**src/design/wb_bus_pkg.sv**
```systemverilog
package wb_bus_pkg;

  // ********************************************************************
  // Sizes shared by the master side and the monitor
  // ********************************************************************

  localparam int MASTER_ID_W = 4;  // Width of the master id in the report

  // ********************************************************************
  // Master side
  // ********************************************************************

  typedef struct packed {
    logic        cyc;  // Cycle in progress
    logic        stb;  // Request strobe
    logic        we;   // Write when high
    logic [15:0] adr;  // Byte address
    logic [15:0] dat;  // Write data
  } wbm_req_t;

  typedef struct packed {
    logic [15:0] dat;  // Read data from the active slave
    logic        ack;  // Normal termination
    logic        err;  // Protection fault or timeout
  } wbm_rsp_t;

  // ********************************************************************
  // Slave side and monitor
  // ********************************************************************

  // The per-slave cyc and stb are separate one-hot vectors
  typedef struct packed {
    logic        we;
    logic [15:0] adr;
    logic [15:0] dat;
  } wbs_req_t;

  typedef struct packed {
    logic                   memv;     // Protection violation pulse
    logic                   timeout;  // Slave access timed out
    logic                   we;       // Direction of the reported access
    logic [15:0]            addr;     // Address of the reported access
    logic [MASTER_ID_W-1:0] id;       // Master that issued it
  } bm_report_t;

endpackage

```
**src/design/wb_map_pkg.sv**
```systemverilog
package wb_map_pkg;

  // ********************************************************************
  // Address map constants
  // ********************************************************************

  // Windows are 64 bytes aligned, so only bits 15 down to 6 decode
  localparam int PAGE_LSB = 6;
  localparam int TO_W     = 20;  // Width of a timeout limit in cycles

  // ********************************************************************
  // Map entries
  // ********************************************************************

  // A window covers base up to but not including high
  typedef struct packed {
    logic [15:0] base;
    logic [15:0] high;
  } region_t;

  typedef struct packed {
    logic        valid;    // Entry takes part in the check
    logic        deny_rd;  // Reads in the range fault
    logic        deny_wr;  // Writes in the range fault
    logic [15:0] base;
    logic [15:0] high;
  } restrict_t;

  // The first entry that holds the address sets the limit
  typedef struct packed {
    logic [15:0]     base;
    logic [15:0]     high;
    logic [TO_W-1:0] limit;
  } to_conf_t;

endpackage

```
**src/design/bus_protect.sv**
```systemverilog
`timescale 1ns/1ps

module bus_protect #(
  parameter int                    NUM_RESTRICT = 3,
  parameter wb_map_pkg::restrict_t RESTRICTS [NUM_RESTRICT] = '{default: '0}
) (
  input  logic        check_i,  // One-cycle check strobe from the arbiter
  input  logic [15:0] adr_i,
  input  logic        we_i,
  output logic        pass_o,
  output logic        fail_o
);

  logic deny;  // Some valid entry blocks this access

  // ********************************************************************
  // Table scan
  // ********************************************************************

  always_comb begin
    deny = 1'b0;
    for (int k = 0; k < NUM_RESTRICT; k++) begin
      if (RESTRICTS[k].valid &&
          adr_i >= RESTRICTS[k].base &&
          adr_i < RESTRICTS[k].high) begin
        if (we_i ? RESTRICTS[k].deny_wr : RESTRICTS[k].deny_rd) begin
          deny = 1'b1;  // One blocking entry is enough
        end
      end
    end
  end

  // Both answers stay low between checks
  assign fail_o = check_i & deny;
  assign pass_o = check_i & ~deny;

  // The arbiter relies on a single verdict per check
  always_comb begin
    assert (!(pass_o && fail_o))
      else $error("bus_protect gave pass and fail together");
  end

endmodule

```
**src/design/bus_timeout.sv**
```systemverilog
`timescale 1ns/1ps

module bus_timeout #(
  parameter int                           NUM_TO     = 2,
  parameter wb_map_pkg::to_conf_t         TO_CONFS [NUM_TO] = '{default: '0},
  parameter logic [wb_map_pkg::TO_W-1:0]  TO_DEFAULT = 20'd1024
) (
  input  logic        wb_clk_i,
  input  logic        wb_rst_i,
  input  logic        count_en_i,  // High only while a slave access is outstanding
  input  logic [15:0] adr_i,
  output logic        expired_o
);

  import wb_map_pkg::*;

  logic [TO_W-1:0] limit;    // Limit picked for the live address
  logic [TO_W-1:0] count_q;  // Cycles spent waiting so far
  logic            found;    // An entry already claimed the address

  // ********************************************************************
  // Limit selection
  // ********************************************************************

  always_comb begin
    limit = TO_DEFAULT;
    found = 1'b0;
    for (int k = 0; k < NUM_TO; k++) begin
      if (!found && adr_i >= TO_CONFS[k].base && adr_i < TO_CONFS[k].high) begin
        limit = TO_CONFS[k].limit;  // Earlier entries take priority
        found = 1'b1;
      end
    end
  end

  // ********************************************************************
  // Wait counter
  // ********************************************************************

  always_ff @(posedge wb_clk_i) begin
    if (wb_rst_i || !count_en_i) begin
      count_q <= '0;  // Each access starts from zero
    end else if (count_q < limit) begin
      count_q <= count_q + 1'b1;  // Holds once the limit is reached
    end
  end

  assign expired_o = count_en_i && (count_q >= limit);

  // While enabled the count only grows or holds
  assert property (@(posedge wb_clk_i) disable iff (wb_rst_i)
    count_en_i |=> count_q >= $past(count_q))
    else $error("bus_timeout counter wrapped");

endmodule

```
**src/design/wb_slave_fabric.sv**
```systemverilog
`timescale 1ns/1ps

module wb_slave_fabric #(
  parameter int                           NUM_SLAVES   = 4,
  parameter int                           NUM_RESTRICT = 3,
  parameter int                           NUM_TO       = 2,
  // Four windows, the last one small
  parameter wb_map_pkg::region_t          REGIONS [NUM_SLAVES] = '{
    '{base: 16'h0000, high: 16'h0100},
    '{base: 16'h0100, high: 16'h0200},
    '{base: 16'h0200, high: 16'h0400},
    '{base: 16'h1000, high: 16'h1040}
  },
  // Write guard, full guard and a spare slot
  parameter wb_map_pkg::restrict_t        RESTRICTS [NUM_RESTRICT] = '{
    '{valid: 1'b1, deny_rd: 1'b0, deny_wr: 1'b1, base: 16'h0180, high: 16'h01c0},
    '{valid: 1'b1, deny_rd: 1'b1, deny_wr: 1'b1, base: 16'h0300, high: 16'h0340},
    '{valid: 1'b0, deny_rd: 1'b0, deny_wr: 1'b0, base: 16'h0000, high: 16'h0000}
  },
  parameter wb_map_pkg::to_conf_t         TO_CONFS [NUM_TO] = '{
    '{base: 16'h1000, high: 16'h1040, limit: 20'd16},
    '{base: 16'h0000, high: 16'h0000, limit: 20'd0}
  },
  parameter logic [wb_map_pkg::TO_W-1:0]  TO_DEFAULT = 20'd256
) (
  input  logic                               wb_clk_i,
  input  logic                               wb_rst_i,
  input  wb_bus_pkg::wbm_req_t               wbm_req_i,
  input  logic [wb_bus_pkg::MASTER_ID_W-1:0] wbm_id_i,
  output wb_bus_pkg::wbm_rsp_t               wbm_rsp_o,
  output wb_bus_pkg::wbs_req_t               wbs_req_o,
  output logic [NUM_SLAVES-1:0]              wbs_cyc_o,
  output logic [NUM_SLAVES-1:0]              wbs_stb_o,
  input  logic [NUM_SLAVES-1:0][15:0]        wbs_dat_i,
  input  logic [NUM_SLAVES-1:0]              wbs_ack_i,
  output wb_bus_pkg::bm_report_t             bm_o
);

  wbs_arbiter #(
    .NUM_SLAVES   (NUM_SLAVES),
    .NUM_RESTRICT (NUM_RESTRICT),
    .NUM_TO       (NUM_TO),
    .REGIONS      (REGIONS),
    .RESTRICTS    (RESTRICTS),
    .TO_CONFS     (TO_CONFS),
    .TO_DEFAULT   (TO_DEFAULT)
  ) u_arbiter (
    .wb_clk_i  (wb_clk_i),
    .wb_rst_i  (wb_rst_i),
    .wbm_req_i (wbm_req_i),
    .wbm_id_i  (wbm_id_i),
    .wbm_rsp_o (wbm_rsp_o),
    .wbs_req_o (wbs_req_o),
    .wbs_cyc_o (wbs_cyc_o),
    .wbs_stb_o (wbs_stb_o),
    .wbs_dat_i (wbs_dat_i),
    .wbs_ack_i (wbs_ack_i),
    .bm_o      (bm_o)
  );

endmodule

```
**src/design/wbs_arbiter.sv**
```systemverilog
`timescale 1ns/1ps

module wbs_arbiter #(
  parameter int                           NUM_SLAVES   = 4,
  parameter int                           NUM_RESTRICT = 3,
  parameter int                           NUM_TO       = 2,
  parameter wb_map_pkg::region_t          REGIONS   [NUM_SLAVES]   = '{default: '0},
  parameter wb_map_pkg::restrict_t        RESTRICTS [NUM_RESTRICT] = '{default: '0},
  parameter wb_map_pkg::to_conf_t         TO_CONFS  [NUM_TO]       = '{default: '0},
  parameter logic [wb_map_pkg::TO_W-1:0]  TO_DEFAULT = 20'd1024
) (
  input  logic                               wb_clk_i,
  input  logic                               wb_rst_i,
  input  wb_bus_pkg::wbm_req_t               wbm_req_i,
  input  logic [wb_bus_pkg::MASTER_ID_W-1:0] wbm_id_i,
  output wb_bus_pkg::wbm_rsp_t               wbm_rsp_o,
  output wb_bus_pkg::wbs_req_t               wbs_req_o,
  output logic [NUM_SLAVES-1:0]              wbs_cyc_o,
  output logic [NUM_SLAVES-1:0]              wbs_stb_o,
  input  logic [NUM_SLAVES-1:0][15:0]        wbs_dat_i,
  input  logic [NUM_SLAVES-1:0]              wbs_ack_i,
  output wb_bus_pkg::bm_report_t             bm_o
);

  import wb_map_pkg::*;

  typedef enum logic [1:0] {
    ST_IDLE,
    ST_VCHECK,
    ST_WAIT
  } arb_state_e;

  arb_state_e            state_q;
  logic [NUM_SLAVES-1:0] sel_d;    // Decoded window for the live address
  logic [NUM_SLAVES-1:0] sel_q;    // Window latched for the access in flight
  logic [NUM_SLAVES-1:0] stb_q;    // One-cycle slave strobe
  logic                  hit;      // A lower window already matched
  logic                  check_q;  // Protection check strobe
  logic                  vpass;
  logic                  vfail;
  logic                  expired;
  logic                  ack_q;
  logic                  err_q;
  logic                  memv_q;
  logic                  tmo_q;
  logic [15:0]           rdata;

  // ********************************************************************
  // Helpers
  // ********************************************************************

  bus_protect #(
    .NUM_RESTRICT (NUM_RESTRICT),
    .RESTRICTS    (RESTRICTS)
  ) u_protect (
    .check_i (check_q),
    .adr_i   (wbm_req_i.adr),
    .we_i    (wbm_req_i.we),
    .pass_o  (vpass),
    .fail_o  (vfail)
  );

  bus_timeout #(
    .NUM_TO     (NUM_TO),
    .TO_CONFS   (TO_CONFS),
    .TO_DEFAULT (TO_DEFAULT)
  ) u_timeout (
    .wb_clk_i   (wb_clk_i),
    .wb_rst_i   (wb_rst_i),
    .count_en_i (state_q == ST_WAIT),
    .adr_i      (wbm_req_i.adr),
    .expired_o  (expired)
  );

  // ********************************************************************
  // Address decode and read mux
  // ********************************************************************

  always_comb begin
    sel_d = '0;
    hit   = 1'b0;
    for (int k = 0; k < NUM_SLAVES; k++) begin
      if (!hit &&
          wbm_req_i.adr[15:PAGE_LSB] >= REGIONS[k].base[15:PAGE_LSB] &&
          wbm_req_i.adr[15:PAGE_LSB] < REGIONS[k].high[15:PAGE_LSB]) begin
        sel_d[k] = 1'b1;  // Lowest window wins on overlap
        hit      = 1'b1;
      end
    end
  end

  always_comb begin
    rdata = '0;
    for (int k = 0; k < NUM_SLAVES; k++) begin
      if (sel_q[k]) rdata = rdata | wbs_dat_i[k];
    end
  end

  // ********************************************************************
  // Access sequencer
  // ********************************************************************

  always_ff @(posedge wb_clk_i) begin
    check_q <= 1'b0;  // Every output below is a one-cycle pulse
    stb_q   <= '0;
    ack_q   <= 1'b0;
    err_q   <= 1'b0;
    memv_q  <= 1'b0;
    tmo_q   <= 1'b0;
    if (wb_rst_i) begin
      state_q <= ST_IDLE;
      sel_q   <= '0;
    end else begin
      case (state_q)
        ST_IDLE: begin
          // Skip the cycle that still shows the last ack or err
          if (wbm_req_i.cyc && wbm_req_i.stb && !ack_q && !err_q) begin
            sel_q   <= sel_d;
            check_q <= 1'b1;
            state_q <= ST_VCHECK;
          end else begin
            sel_q <= '0;  // Cleared one edge after ack so data stays valid
          end
        end
        ST_VCHECK: begin
          if (vpass) begin
            stb_q   <= sel_q;  // Unmapped address strobes nothing and times out
            state_q <= ST_WAIT;
          end else if (vfail) begin
            err_q   <= 1'b1;
            memv_q  <= 1'b1;
            state_q <= ST_IDLE;
          end
        end
        ST_WAIT: begin
          if (|(wbs_ack_i & sel_q)) begin
            ack_q   <= 1'b1;
            state_q <= ST_IDLE;
          end else if (expired) begin
            err_q   <= 1'b1;
            tmo_q   <= 1'b1;
            state_q <= ST_IDLE;
          end
        end
        default: state_q <= ST_IDLE;
      endcase
    end
  end

  assign wbs_cyc_o = stb_q;
  assign wbs_stb_o = stb_q;
  assign wbs_req_o = '{we: wbm_req_i.we, adr: wbm_req_i.adr, dat: wbm_req_i.dat};
  assign wbm_rsp_o = '{dat: rdata, ack: ack_q, err: err_q};
  assign bm_o      = '{memv: memv_q, timeout: tmo_q, we: wbm_req_i.we,
                       addr: wbm_req_i.adr, id: wbm_id_i};

  // ********************************************************************
  // Checks
  // ********************************************************************

  assert property (@(posedge wb_clk_i) disable iff (wb_rst_i) $onehot0(sel_q))
    else $error("Slave selection is not one-hot");

  assert property (@(posedge wb_clk_i) disable iff (wb_rst_i) !(ack_q && err_q))
    else $error("ack and err raised together");

  // Slaves see a strobe only right after the check passed
  assert property (@(posedge wb_clk_i) disable iff (wb_rst_i)
    |stb_q |-> $past(state_q == ST_VCHECK))
    else $error("Slave strobe outside the cycle after vcheck");

endmodule

```
**config.mk**
```make
export PLATFORM = sky130hd
export DESIGN_NAME = wb_slave_fabric
export DESIGN_NICKNAME = d
export VERILOG_FILES = /design/src/design/wb_bus_pkg.sv /design/src/design/wb_map_pkg.sv /design/src/design/bus_protect.sv /design/src/design/bus_timeout.sv /design/src/design/wb_slave_fabric.sv /design/src/design/wbs_arbiter.sv
export SDC_FILE = /design/constraint.sdc
export NUM_CORES = 1
export LEC_CHECK = 0
export BUFFER_PORTS_ARGS = -buffer_cell sky130_fd_sc_hd__buf_2
export CORE_ASPECT_RATIO = 1.5
export CORE_UTILIZATION = 36
export DETAILED_ROUTE_END_ITERATION = 16
export PLACE_DENSITY = 0.85
export SYNTH_ARGS = -nofsm -noshare
export SYNTH_HDL_FRONTEND = slang
export SYNTH_HIERARCHICAL = 1
export SYNTH_SLANG_ARGS = --single-unit
```
**constraint.sdc**
```tcl
create_clock -name wb_clk_i -period 2.09 [get_ports wb_clk_i]
set_input_delay 0.1045 -clock wb_clk_i [delete_from_list [all_inputs] [get_ports wb_clk_i]]
set_output_delay 0.1045 -clock wb_clk_i [all_outputs]
set_load 0.1 [all_outputs]
```
==> results.tsv, run 1 <==
stage	metric	value	unit
status	status	completed	
grt	grt_max_degree	19	
layout	antennaDiodeCount	0	
yosys	synth.avg_cell_area	8.38	µm²
floorplanning	num_rows	35	
grt	grt_usage	20.4	%
flow_run	maxCapViolCount	0	
grt	antenna_found_initial	0	
clocking	h-tree-depth	2	
sta	totalNegativeSetupSlack	0	ns
worst_hold_path	hp-class	in2reg	
clocking	ctsHoldBuffers	0	
floorplanning	dieWidth	68.3	µm
clocking	clk_pin_slew	0.07	ns
sta	hold_viol_final	0	
clocking	cts_setup_buffers	0	
layout	drive_gt1_share	44.5	%
floorplanning	coreArea	0.00626	mm²
sta	finalCritPeriodShare	93.9	%
grt	first_global_vias	1932	
clocking	cts_buffers	5	
route	wire_per_inst	17.1	µm
sta	skew	0.00814	ns
yosys	synth_top_family_by_area	buffers and inverters	
yosys	synth_compound_area_share	19.6	%
yosys	syn_area	0.00237	mm²
route	viasPerCell	5.26	
yosys	synth_mux_area_share	0.422	%
route	first_iter_violations	70	
power_and_ir_drop	leakage	1.36	nW
sta	setup_viol	0	
yosys	synth-edff-count	0	
yosys	synth_top_area_share	29.6	%
yosys	synth_top_area_cell	dfxtp_1	
clocking	tritoncts	built	
sta	slew_headroom	67.1	%
floorplanning	die_area	0.00692	mm²
place	place_congestion	0.955	
power_and_ir_drop	seq_power_share	39.9	%
setup_path	slowest_stage	or4_4	
power_and_ir_drop	switching_share	32.4	%
clocking	insertion_delay	0.29	ns
sta	slew_violations	0	
layout	areaGrowthSynthToFinish	16.7	%
yosys	ys_async_sr_fraction	0	%
yosys	synth-simple-area-share	23.2	%
setup_path	crit_arrival	2.19	ns
sta	layout_setup_ws	0.128	ns
route	vias	2258	
layout	fin_area	0.00277	mm²
clocking	clock-sinks	35	
setup_path	max_stage_delay	0.55	ns
setup_path	critPathKind	reg2reg	
yosys	ys_seq_area_share	29.6	%
setup_path	worstPathRequired	2.32	ns
sta	min_period	1.96	ns
route	dr.max_layer_used	met4	
sta	fmax	510	MHz
route	drt-met1-wl	2730	µm
route	routed_wl	7340	µm
power_and_ir_drop	ir_drop	0.484	mV
place	dpl.hpwl	6030	µm
yosys	synthTopCellsByArea	dfxtp_1 30%, buf_4 20%, a22oi_1 10%	
clocking	cts_resized	0	
yosys	synth-seq-cells	35	
sta	tightest_slew	0.497	ns
grt	grt_pass1_wl	10100	µm
layout	fin_nets	469	
power_and_ir_drop	p_clk_share	35.3	%
route	drc	0	
grt	overflow	0	
yosys	synthFlopType	dfxtp_1	
sta	grt_setup_unrepaired	no	
setup_path	critPathLaunchType	flop	
yosys	synthTopCellsByCount	63 x buf_4, 35 x dfxtp_1, 32 x a22oi_1	
yosys	syn_nets	398	
route	wl_met2	3380	µm
yosys	yosysWarningCount	6	
floorplanning	pin_count	191	
clocking	cts_buffer_depth	2	
yosys	synth.distinct_cells	46	
clocking	root_buffer	clkbuf_8	
setup_path	path_max_fanout	6	
floorplanning	die_y	101	µm
power_and_ir_drop	p_comb_share	24.7	%
route	antenna_left	0	
layout	fin_util	44.2	%
setup_path	endpoint_kind	flop	
setup_path	crit_chain	or4_4 > nand4_1 > a21boi_1 > nand2b_1 > o32a_1 > a211oi_2 > a41o_1	
route	drt_pass1_iterations	4	
layout	fillers	647	
power_and_ir_drop	intPower	0.00116	W
power_and_ir_drop	powerDensity	618	mW/mm²
place	port_buffers	132	
route	wl_met3	985	µm
yosys	syn_inst	283	
place	pre_cts_ws	0.135	ns
yosys	synth_fa_ha_area_share	3.17	%
floorplanning	start_util	37.9	%
power_and_ir_drop	switchingPower	0.000553	W
yosys	yosysMostFrequentCell	buf_4	
place	postPlaceCellArea	0.00264	mm²
yosys	synthXorXnorAreaFrac	0	%
[cells in the final DEF, fill, tap and decap left out, types with 2 or more instances in the layout]
cell | Yosys | routed
buf_2 | 1 | 132
dfxtp_1 | 35 | 35
a22oi_1 | 32 | 32
nand2_1 | 28 | 28
and2_1 | 15 | 15
nor2_1 | 9 | 9
inv_1 | 8 | 8
nand3_1 | 8 | 8
buf_4 | 63 | 7
ha_1 | 6 | 6
a21oi_1 | 6 | 6
clkbuf_8 | 0 | 5
or4_1 | 5 | 5
nor4_2 | 2 | 5
nor3_1 | 4 | 4
nand2b_1 | 4 | 4
and4_1 | 3 | 3
a41o_1 | 3 | 3
a31oi_1 | 3 | 3
nand4_1 | 3 | 3
o31ai_1 | 3 | 3
a22o_1 | 2 | 2
o21a_1 | 2 | 2
o21ai_0 | 2 | 2
nor4_1 | 5 | 2
o21ai_1 | 2 | 2
[critical path, delay by kind of cell, from the launching register on]
family           cells  cell delay, ns
AO/OA/AOI/OAI        4            0.74
AND/OR/NAND/NOR      3            0.82
flip-flops           1            0.36
[through the flow]
stage          power (W)  hold slack (ns)  std cells
2_1_floorplan    0.00130            0.201        283
3_3_place_gp     0.00111            0.210        421
6_report         0.00171           0.0897        429
4_1_cts          0.00173           0.0825        429
5_1_grt          0.00179           0.0975        429
3_5_place_dp     0.00112            0.210        421
[cell type report]
| class | instances | area, µm² | share of cell area, % |
|---|---|---|---|
| multi-input cells | 165 | 1120 | 40.4 |
| repair buffers | 139 | 713 | 25.8 |
| flip-flops and latches | 35 | 701 | 25.3 |
| well taps | 74 | 92.6 | 3.35 |
| clock buffers | 5 | 68.8 | 2.49 |
| clock inverters | 3 | 43.8 | 1.58 |
| inverters | 8 | 30.0 | 1.09 |
[power groups by stage]
| stage | Clock (W) | Combinational [W] | Sequential [W] |
|---|---|---|---|
| 6_report | 0.000603 | 0.000422 | 0.000682 |
| 3_5_place_dp | 0 | 0.000420 | 0.000698 |
| 3_3_place_gp | 0 | 0.000414 | 0.000698 |
| 5_1_grt | 0.000653 | 0.000454 | 0.000683 |
| 4_1_cts | 0.000622 | 0.000421 | 0.000682 |
| 2_1_floorplan | 0 | 0.000602 | 0.000697 |
[logic make-up after synthesis]
logic type                 Yosys count
AOI/OAI and AO/OA                   62
adders and majority gates            6
muxes                                1
and+or+nand+nor                     96
DFF                                 35
buffers and inverters               83
[routing by layer]
metal  up-vias  GRT usage, %
li1       1099             -
met1      1008          23.9
met2       131          32.4
met3        20          7.77
met4         0          9.13
met5         -             0
[worst paths after layout]
path                                        start                         endpoint  slack [ns]  cells past startpoint
setup / recovery   u_arbiter/u_timeout/count_q[4]             u_arbiter/state_q[0]        0.13                      7
hold / removal                      wbm_req_i[28]               u_arbiter/sel_q[0]        0.09                      2
setup reg to reg   u_arbiter/u_timeout/count_q[4]             u_arbiter/state_q[0]        0.13                      7
hold reg to reg   u_arbiter/u_timeout/count_q[16]  u_arbiter/u_timeout/count_q[16]        0.49                      1
[sequential cells by signal (all words and copies together), names as in the netlist]
signal	cells
u_arbiter/state_q	2
u_arbiter/memv_q	1
u_arbiter/check_q	1
u_arbiter/tmo_q	1
u_arbiter/ack_q	1
u_arbiter/wbs_cyc_o	4
u_arbiter/err_q	1
u_arbiter/u_timeout/count_q	20
u_arbiter/sel_q	4
Power figures use the tool's default switching activity.
==> inputs of run 2 (changes only) <==
--- a/config.mk
+++ b/config.mk
@@ -5,11 +5,11 @@
 export SDC_FILE = /design/constraint.sdc
 export NUM_CORES = 1
 export LEC_CHECK = 0
-export BUFFER_PORTS_ARGS = -buffer_cell sky130_fd_sc_hd__buf_2
-export CORE_ASPECT_RATIO = 1.5
-export CORE_UTILIZATION = 36
+export CORE_AREA = 2 2 74 76
 export DETAILED_ROUTE_END_ITERATION = 16
-export PLACE_DENSITY = 0.85
+export DIE_AREA = 0 0 76 78
+export DONT_BUFFER_PORTS = 1
+export PLACE_DENSITY = 0.7
 export SYNTH_ARGS = -nofsm -noshare
 export SYNTH_HDL_FRONTEND = slang
 export SYNTH_HIERARCHICAL = 1
==> results.tsv, run 2 (same netlist as run 1, synthesis figures left out) <==
stage	metric	value	unit	change
floorplanning	start_util	47.0	%	was 37.9%
floorplanning	pin_count	191		unchanged
power_and_ir_drop	leakage	0.927	nW	was 1.36 nW
setup_path	worstPathRequired	2.32	ns	about the same
floorplanning	dieWidth	76	µm	was 68.3 µm
layout	multiInputGateArea	0.00110	mm²	was 0.00112 mm²
layout	regArea	707	µm²	was 701 µm²
layout	areaGrowthSynthToFinish	-1.95	%	was 16.7%
setup_path	regToRegEndpoint	u_arbiter/state_q[0]		unchanged
layout	fin_nets	364		was 469
clocking	root_buffer	clkbuf_8		unchanged
power_and_ir_drop	switching_share	25.8	%	was 32.4%
power_and_ir_drop	total_power	0.00131	W	was 0.00171 W
grt	grt_pass1_wl	9180	µm	was 10100 µm
setup_path	crit_end	u_arbiter/state_q[0]		unchanged
sta	slew_headroom	59.4	%	was 67.1%
setup_path	crit_chain	or4_4 > nand4_1 > a21boi_1 > nand2b_1 > o32a_1 > a211oi_2 > a41o_1		unchanged
clocking	insertion_delay	0.29	ns	about the same
setup_path	cp_num_cells	7		unchanged
power_and_ir_drop	p_comb_share	11.0	%	was 24.7%
layout	layout_commonest_cell	a22oi_1		was buf_2
route	routed_wl	5830	µm	was 7340 µm
power_and_ir_drop	switchingPower	0.000337	W	was 0.000553 W
route	drt_pass1_iterations	5		was 4
worst_hold_path	hp-class	in2reg		unchanged
power_and_ir_drop	intPower	0.000969	W	was 0.00116 W
setup_path	slowest_stage	or4_4		unchanged
floorplanning	coreArea	0.00504	mm²	was 0.00626 mm²
setup_path	rr_worst_depth	7		unchanged
sta	setup_viol	0		unchanged
route	first_iter_violations	70		unchanged
layout	final_cell_mix	32 x a22oi_1, 30 x dfxtp_1, 28 x nand2_1, 27 x buf_4, 15 x and2_1		was 132 x buf_2, 35 x dfxtp_1, 32 x a22oi_1, 28 x nand2_1, 15 x and2_1
grt	overflow	0		unchanged
sta	grt_setup_unrepaired	no		unchanged
setup_path	rr_startpoint	u_arbiter/u_timeout/count_q[5]		was u_arbiter/u_timeout/count_q[4]
layout	regMostFlops	u_arbiter/u_timeout/count_q		unchanged
sta	tightest_slew	0.610	ns	was 0.497 ns
layout	antennaDiodeCount	0		unchanged
clocking	clk_pin_slew	0.08	ns	was 0.07 ns
power_and_ir_drop	ir_drop	0.436	mV	was 0.484 mV
power_and_ir_drop	powerDensity	562	mW/mm²	was 618 mW/mm²
clocking	clock-sinks	35		unchanged
route	viasPerCell	5.98		was 5.26
route	drc	0		unchanged
layout	drive_gt1_share	20.8	%	was 44.5%
layout	fin_util	46.1	%	was 44.2%
sta	finalCritPeriodShare	95.6	%	was 93.9%
place	port_buffers	0		was 132
grt	grt_max_degree	19		unchanged
grt	grt_usage	19.3	%	was 20.4%
sta	totalNegativeSetupSlack	0	ns	unchanged
flow_run	maxCapViolCount	0		unchanged
grt	first_global_vias	1881		was 1932
setup_path	crit_family	simple AND/OR/NAND/NOR gates		unchanged
setup_path	endpoint_kind	flop		unchanged
clocking	cts_setup_buffers	0		unchanged
setup_path	path_max_fanout	5		was 6
setup_path	rrSetupSlack	0.09	ns	was 0.13 ns
place	dpl.hpwl	4600	µm	was 6030 µm
clocking	h-tree-depth	2		unchanged
place	postPlaceCellArea	0.00220	mm²	was 0.00264 mm²
sta	fmax	500	MHz	was 510 MHz
power_and_ir_drop	seq_power_share	52.4	%	was 39.9%
setup_path	max_stage_delay	0.52	ns	was 0.55 ns
sta	hold_ws	0.0236	ns	was 0.0897 ns
layout	fillers	498		was 647
clocking	cts_buffers	5		unchanged
sta	hold_viol_final	0		unchanged
power_and_ir_drop	p_clk_share	36.6	%	was 35.3%
setup_path	critPathKind	reg2reg		unchanged
route	wire_per_inst	18.2	µm	was 17.1 µm
place	place_congestion	0.852		was 0.955
sta	slew_violations	0		unchanged
route	vias	1914		was 2258
layout	largest_reg_flops	20		unchanged
status	status	completed		unchanged
sta	skew	0.00790	ns	was 0.00814 ns
floorplanning	num_rows	26		was 35
setup_path	startpoint	u_arbiter/u_timeout/count_q[5]		was u_arbiter/u_timeout/count_q[4]
grt	antenna_found_initial	0		unchanged
setup_path	critPathLaunchType	flop		unchanged
route	antenna_left	0		unchanged
setup_path	crit_buf_inv	0		unchanged
sta	min_period	2.00	ns	was 1.96 ns
floorplanning	die_area	0.00593	mm²	was 0.00692 mm²
clocking	cts_buffer_depth	2		unchanged
floorplanning	die_y	78	µm	was 101 µm
layout	fin_area	0.00232	mm²	was 0.00277 mm²
setup_path	crit_arrival	2.23	ns	was 2.19 ns
clocking	tritoncts	built		unchanged
-- run 2: changes by cell type in the layout (fill, tap and decap cells not counted) --
cell and change:
clkinvlp_4 +2, buf_2 -132, buf_4 +20, buf_12 +4, nor4_1 +3, dfxtp_1 -5, bufinv_16 -1, dlygate4sd3_1 +3
nor4_2 -3, dfxtp_2 +5, clkinv_4 -1
-- run 2: through the flow --
stage,std cells,setup slack (ns)
5_1_grt,320,0.0280
3_5_place_dp,309,0.0800
4_1_cts,320,0.0649
6_report,320,0.0913
2_1_floorplan,283,0.0831
3_3_place_gp,309,0.168
-- run 2: layout make-up --
class                   instances  share of cell area [%]
clock buffers                   5                    2.96
clock inverters                 3                   0.861
inverters                       8                    1.29
multi-input cells             165                    47.3
flip-flops and latches         35                    30.4
well taps                      70                    3.77
repair buffers                 34                    13.5
-- run 2: power by group through the flow --
stage / logic, W / clock network [W] / registers (W)
after floorplan: 0.000602 / 0 / 0.000697
after global placement: 0.000131 / 0 / 0.000699
after detailed placement: 0.000136 / 0 / 0.000699
after CTS: 0.000142 / 0.000490 / 0.000685
after global routing: 0.000161 / 0.000520 / 0.000685
final: 0.000143 / 0.000478 / 0.000684
-- run 2: how the worst min path moves through the flow --
stage,from,endpoint,cells after the start
detailed placement,wb_rst_i,u_arbiter/check_q,1
CTS,wbm_req_i[25],u_arbiter/sel_q[2],2
global route,wbm_req_i[27],u_arbiter/sel_q[2],2
global placement,wb_rst_i,u_arbiter/check_q,1
finish,wbm_req_i[27],u_arbiter/sel_q[2],2
floorplan,wbm_req_i[28],u_arbiter/sel_q[0],1
-- run 2: repair_timing --
item,4_1_cts,5_1_grt
setup endpoints to repair,0,1
resized for setup,0,1
endpoints found under the hold margin,7,0
hold buffers,3,0
-- run 2: metal layers --
layer  global-route usage, %  wire (µm)  vias up
met5                       0          0        -
met4                    4.91         39        0
met3                    7.44        494        4
met2                    32.9       2830      120
met1                    22.8       2460      902
li1                        -          -      888
-- run 2: worst register-to-register path, cell delays in order (launching register included) --
cell	delay, ns
dfxtp_1	0.35
or4_4	0.52
nand4_1	0.13
a21boi_1	0.10
nand2b_1	0.15
o32a_1	0.34
a211oi_2	0.23
a41o_1	0.11
==> inputs of run 3 (changes only) <==
--- a/config.mk
+++ b/config.mk
@@ -9,7 +9,6 @@
 export DETAILED_ROUTE_END_ITERATION = 16
 export DIE_AREA = 0 0 76 78
 export DONT_BUFFER_PORTS = 1
-export PLACE_DENSITY = 0.7
 export SYNTH_ARGS = -nofsm -noshare
 export SYNTH_HDL_FRONTEND = slang
 export SYNTH_HIERARCHICAL = 1
==> results.tsv, run 3 (same netlist as run 1, synthesis figures left out) <==
stage	metric	value	unit	change
setup_path	endpoint_kind	flop		unchanged
floorplanning	coreArea	0.00504	mm²	unchanged
place	placed_cells	309		unchanged
clocking	cts_buffer_depth	2		unchanged
setup_path	crit_arrival	2.22	ns	was 2.23 ns
place	dpl.hpwl	4520	µm	was 4600 µm
flow_run	maxCapViolCount	0		unchanged
layout	layout_commonest_cell	a22oi_1		unchanged
layout	largest_reg_flops	20		unchanged
setup_path	slowest_stage	or4_4		unchanged
grt	first_global_vias	1796		was 1881
setup_path	worstPathRequired	2.32	ns	about the same
floorplanning	die_area	0.00593	mm²	unchanged
clocking	h-tree-depth	2		unchanged
clocking	insertion_delay	0.29	ns	about the same
grt	grt_usage	19.3	%	about the same
floorplanning	pin_count	191		unchanged
route	antenna_left	0		unchanged
route	drc	0		unchanged
sta	finalCritPeriodShare	95.2	%	was 95.6%
status	status	completed		unchanged
floorplanning	die_y	78	µm	unchanged
setup_path	critPathKind	reg2reg		unchanged
layout	fin_util	46.3	%	was 46.1%
power_and_ir_drop	powerDensity	614	mW/mm²	was 562 mW/mm²
grt	grt_pass1_wl	9070	µm	was 9180 µm
place	place_congestion	0.853		was 0.852
setup_path	max_stage_delay	0.54	ns	was 0.52 ns
layout	multiInputGateArea	0.00110	mm²	unchanged
route	drt_pass1_iterations	4		was 5
sta	slew_violations	0		unchanged
power_and_ir_drop	ir_drop	0.418	mV	was 0.436 mV
sta	layout_setup_ws	0.100	ns	was 0.0913 ns
power_and_ir_drop	leakage	0.942	nW	was 0.927 nW
sta	setup_viol	0		unchanged
setup_path	critPathLaunchType	flop		unchanged
clocking	cts_setup_buffers	0		unchanged
route	viasPerCell	5.90		was 5.98
worst_hold_path	hp-class	in2reg		unchanged
layout	antennaDiodeCount	0		unchanged
clocking	clock-sinks	35		unchanged
sta	hold_viol_final	0		unchanged
sta	tightest_slew	0.612	ns	was 0.610 ns
layout	fillers	494		was 498
sta	fmax	503	MHz	was 500 MHz
setup_path	crit_chain	or4_4 > nand4_1 > a21boi_1 > nand2b_1 > o32a_1 > a211oi_2 > a41o_1		unchanged
clocking	tritoncts	built		unchanged
sta	grt_setup_unrepaired	no		unchanged
setup_path	path_max_fanout	6		was 5
sta	slew_headroom	59.3	%	was 59.4%
sta	hold_ws	0.00875	ns	was 0.0236 ns
grt	overflow	0		unchanged
layout	final_cell_mix	32 x a22oi_1, 31 x dfxtp_1, 28 x buf_4, 28 x nand2_1, 15 x and2_1		was 32 x a22oi_1, 30 x dfxtp_1, 28 x nand2_1, 27 x buf_4, 15 x and2_1
layout	fin_nets	364		unchanged
place	pre_cts_ws	0.134	ns	was 0.0800 ns
route	vias	1887		was 1914
sta	skew	0.00540	ns	was 0.00790 ns
clocking	root_buffer	clkbuf_8		unchanged
setup_path	crit_buf_inv	0		unchanged
grt	antenna_found_initial	0		unchanged
layout	regMostFlops	u_arbiter/u_timeout/count_q		unchanged
sta	totalNegativeSetupSlack	0	ns	unchanged
place	port_buffers	0		unchanged
floorplanning	num_rows	26		unchanged
floorplanning	start_util	47.0	%	unchanged
route	first_iter_violations	58		was 70
sta	min_period	1.99	ns	was 2.00 ns
grt	grt_max_degree	19		unchanged
route	wire_per_inst	18.0	µm	was 18.2 µm
layout	areaGrowthSynthToFinish	-1.53	%	was -1.95%
clocking	cts_buffers	5		unchanged
layout	layout.cells.non_filler	320		unchanged
layout	regArea	706	µm²	was 707 µm²
clocking	clk_pin_slew	0.07	ns	was 0.08 ns
setup_path	crit_family	simple AND/OR/NAND/NOR gates		unchanged
floorplanning	dieWidth	76	µm	unchanged
route	routed_wl	5770	µm	was 5830 µm
layout	drive_gt1_share	20.4	%	was 20.8%
==> run 3: cell types whose count changed in the layout (fill, tap and decap cells not counted), sizes merged <==
| cell | previous run | this run |
|---|---|---|
| bufinv | 0 | 1 |
| clkinv | 1 | 2 |
| clkinvlp | 2 | 0 |
==> run 3: path summary, 6_finish.rpt <==
check / start / endpoint / slack (ns) / cells after the start
hold / removal: wbm_req_i[25] / u_arbiter/sel_q[2] / 0.009 / 2
setup / recovery: u_arbiter/u_timeout/count_q[4] / u_arbiter/state_q[0] / 0.10 / 7
hold reg to reg: u_arbiter/u_timeout/count_q[15] / u_arbiter/u_timeout/count_q[15] / 0.46 / 1
setup reg to reg: u_arbiter/u_timeout/count_q[4] / u_arbiter/state_q[0] / 0.10 / 7
==> run 3: through the flow <==
step           total power [W]  instance area, µm²
3_5_place_dp          0.000835                2190
6_report               0.00143                2330
5_1_grt                0.00150                2330
3_3_place_gp          0.000832                2190
4_1_cts                0.00145                2330
2_1_floorplan          0.00130                2370
==> run 3: layout make-up <==
cell class                      instances  area share, %
Timing Repair Buffer                   34           12.9
Clock buffer                            5           2.95
Multi-Input combinational cell        165           47.1
Sequential cell                        35           30.2
Inverter                                8           1.29
Tap cell                               70           3.75
Clock inverter                          3           1.88
==> run 3: routing by layer <==
metal  part of all wire [%]  up-vias  wire (µm)  global-route usage (%)
li1                       -      884          -                       -
met1                     43      877       2510                    23.5
met2                     45      113       2590                    31.1
met3                    9.4       13        542                    7.21
met4                    2.3        0        132                    7.09
met5                      0        -          0                       0
==> run 3: where the power goes <==
part,internal [W],leakage (nW),switching (W),total [W]
clock network,0.000355,0.0581,0.000248,0.000603
logic,0.0000602,0.600,0.0000861,0.000146
registers,0.000677,0.284,0.00000607,0.000683
total,0.00109,0.942,0.000340,0.00143
==> run 3: worst register-to-register path, cell delays in order, from the launching register on <==
cell      delay, ns
dfxtp_1        0.36
or4_4          0.55
nand4_1        0.12
a21boi_1       0.09
nand2b_1       0.15
o32a_1         0.34
a211oi_2       0.23
a41o_1         0.11
==> run 3: timing repair <==
item | in CTS | in global routing
resized for setup | 0 | 0
setup endpoints to repair | 0 | 0
hold buffers | 3 | 0
hold endpoints to repair | 7 | 0
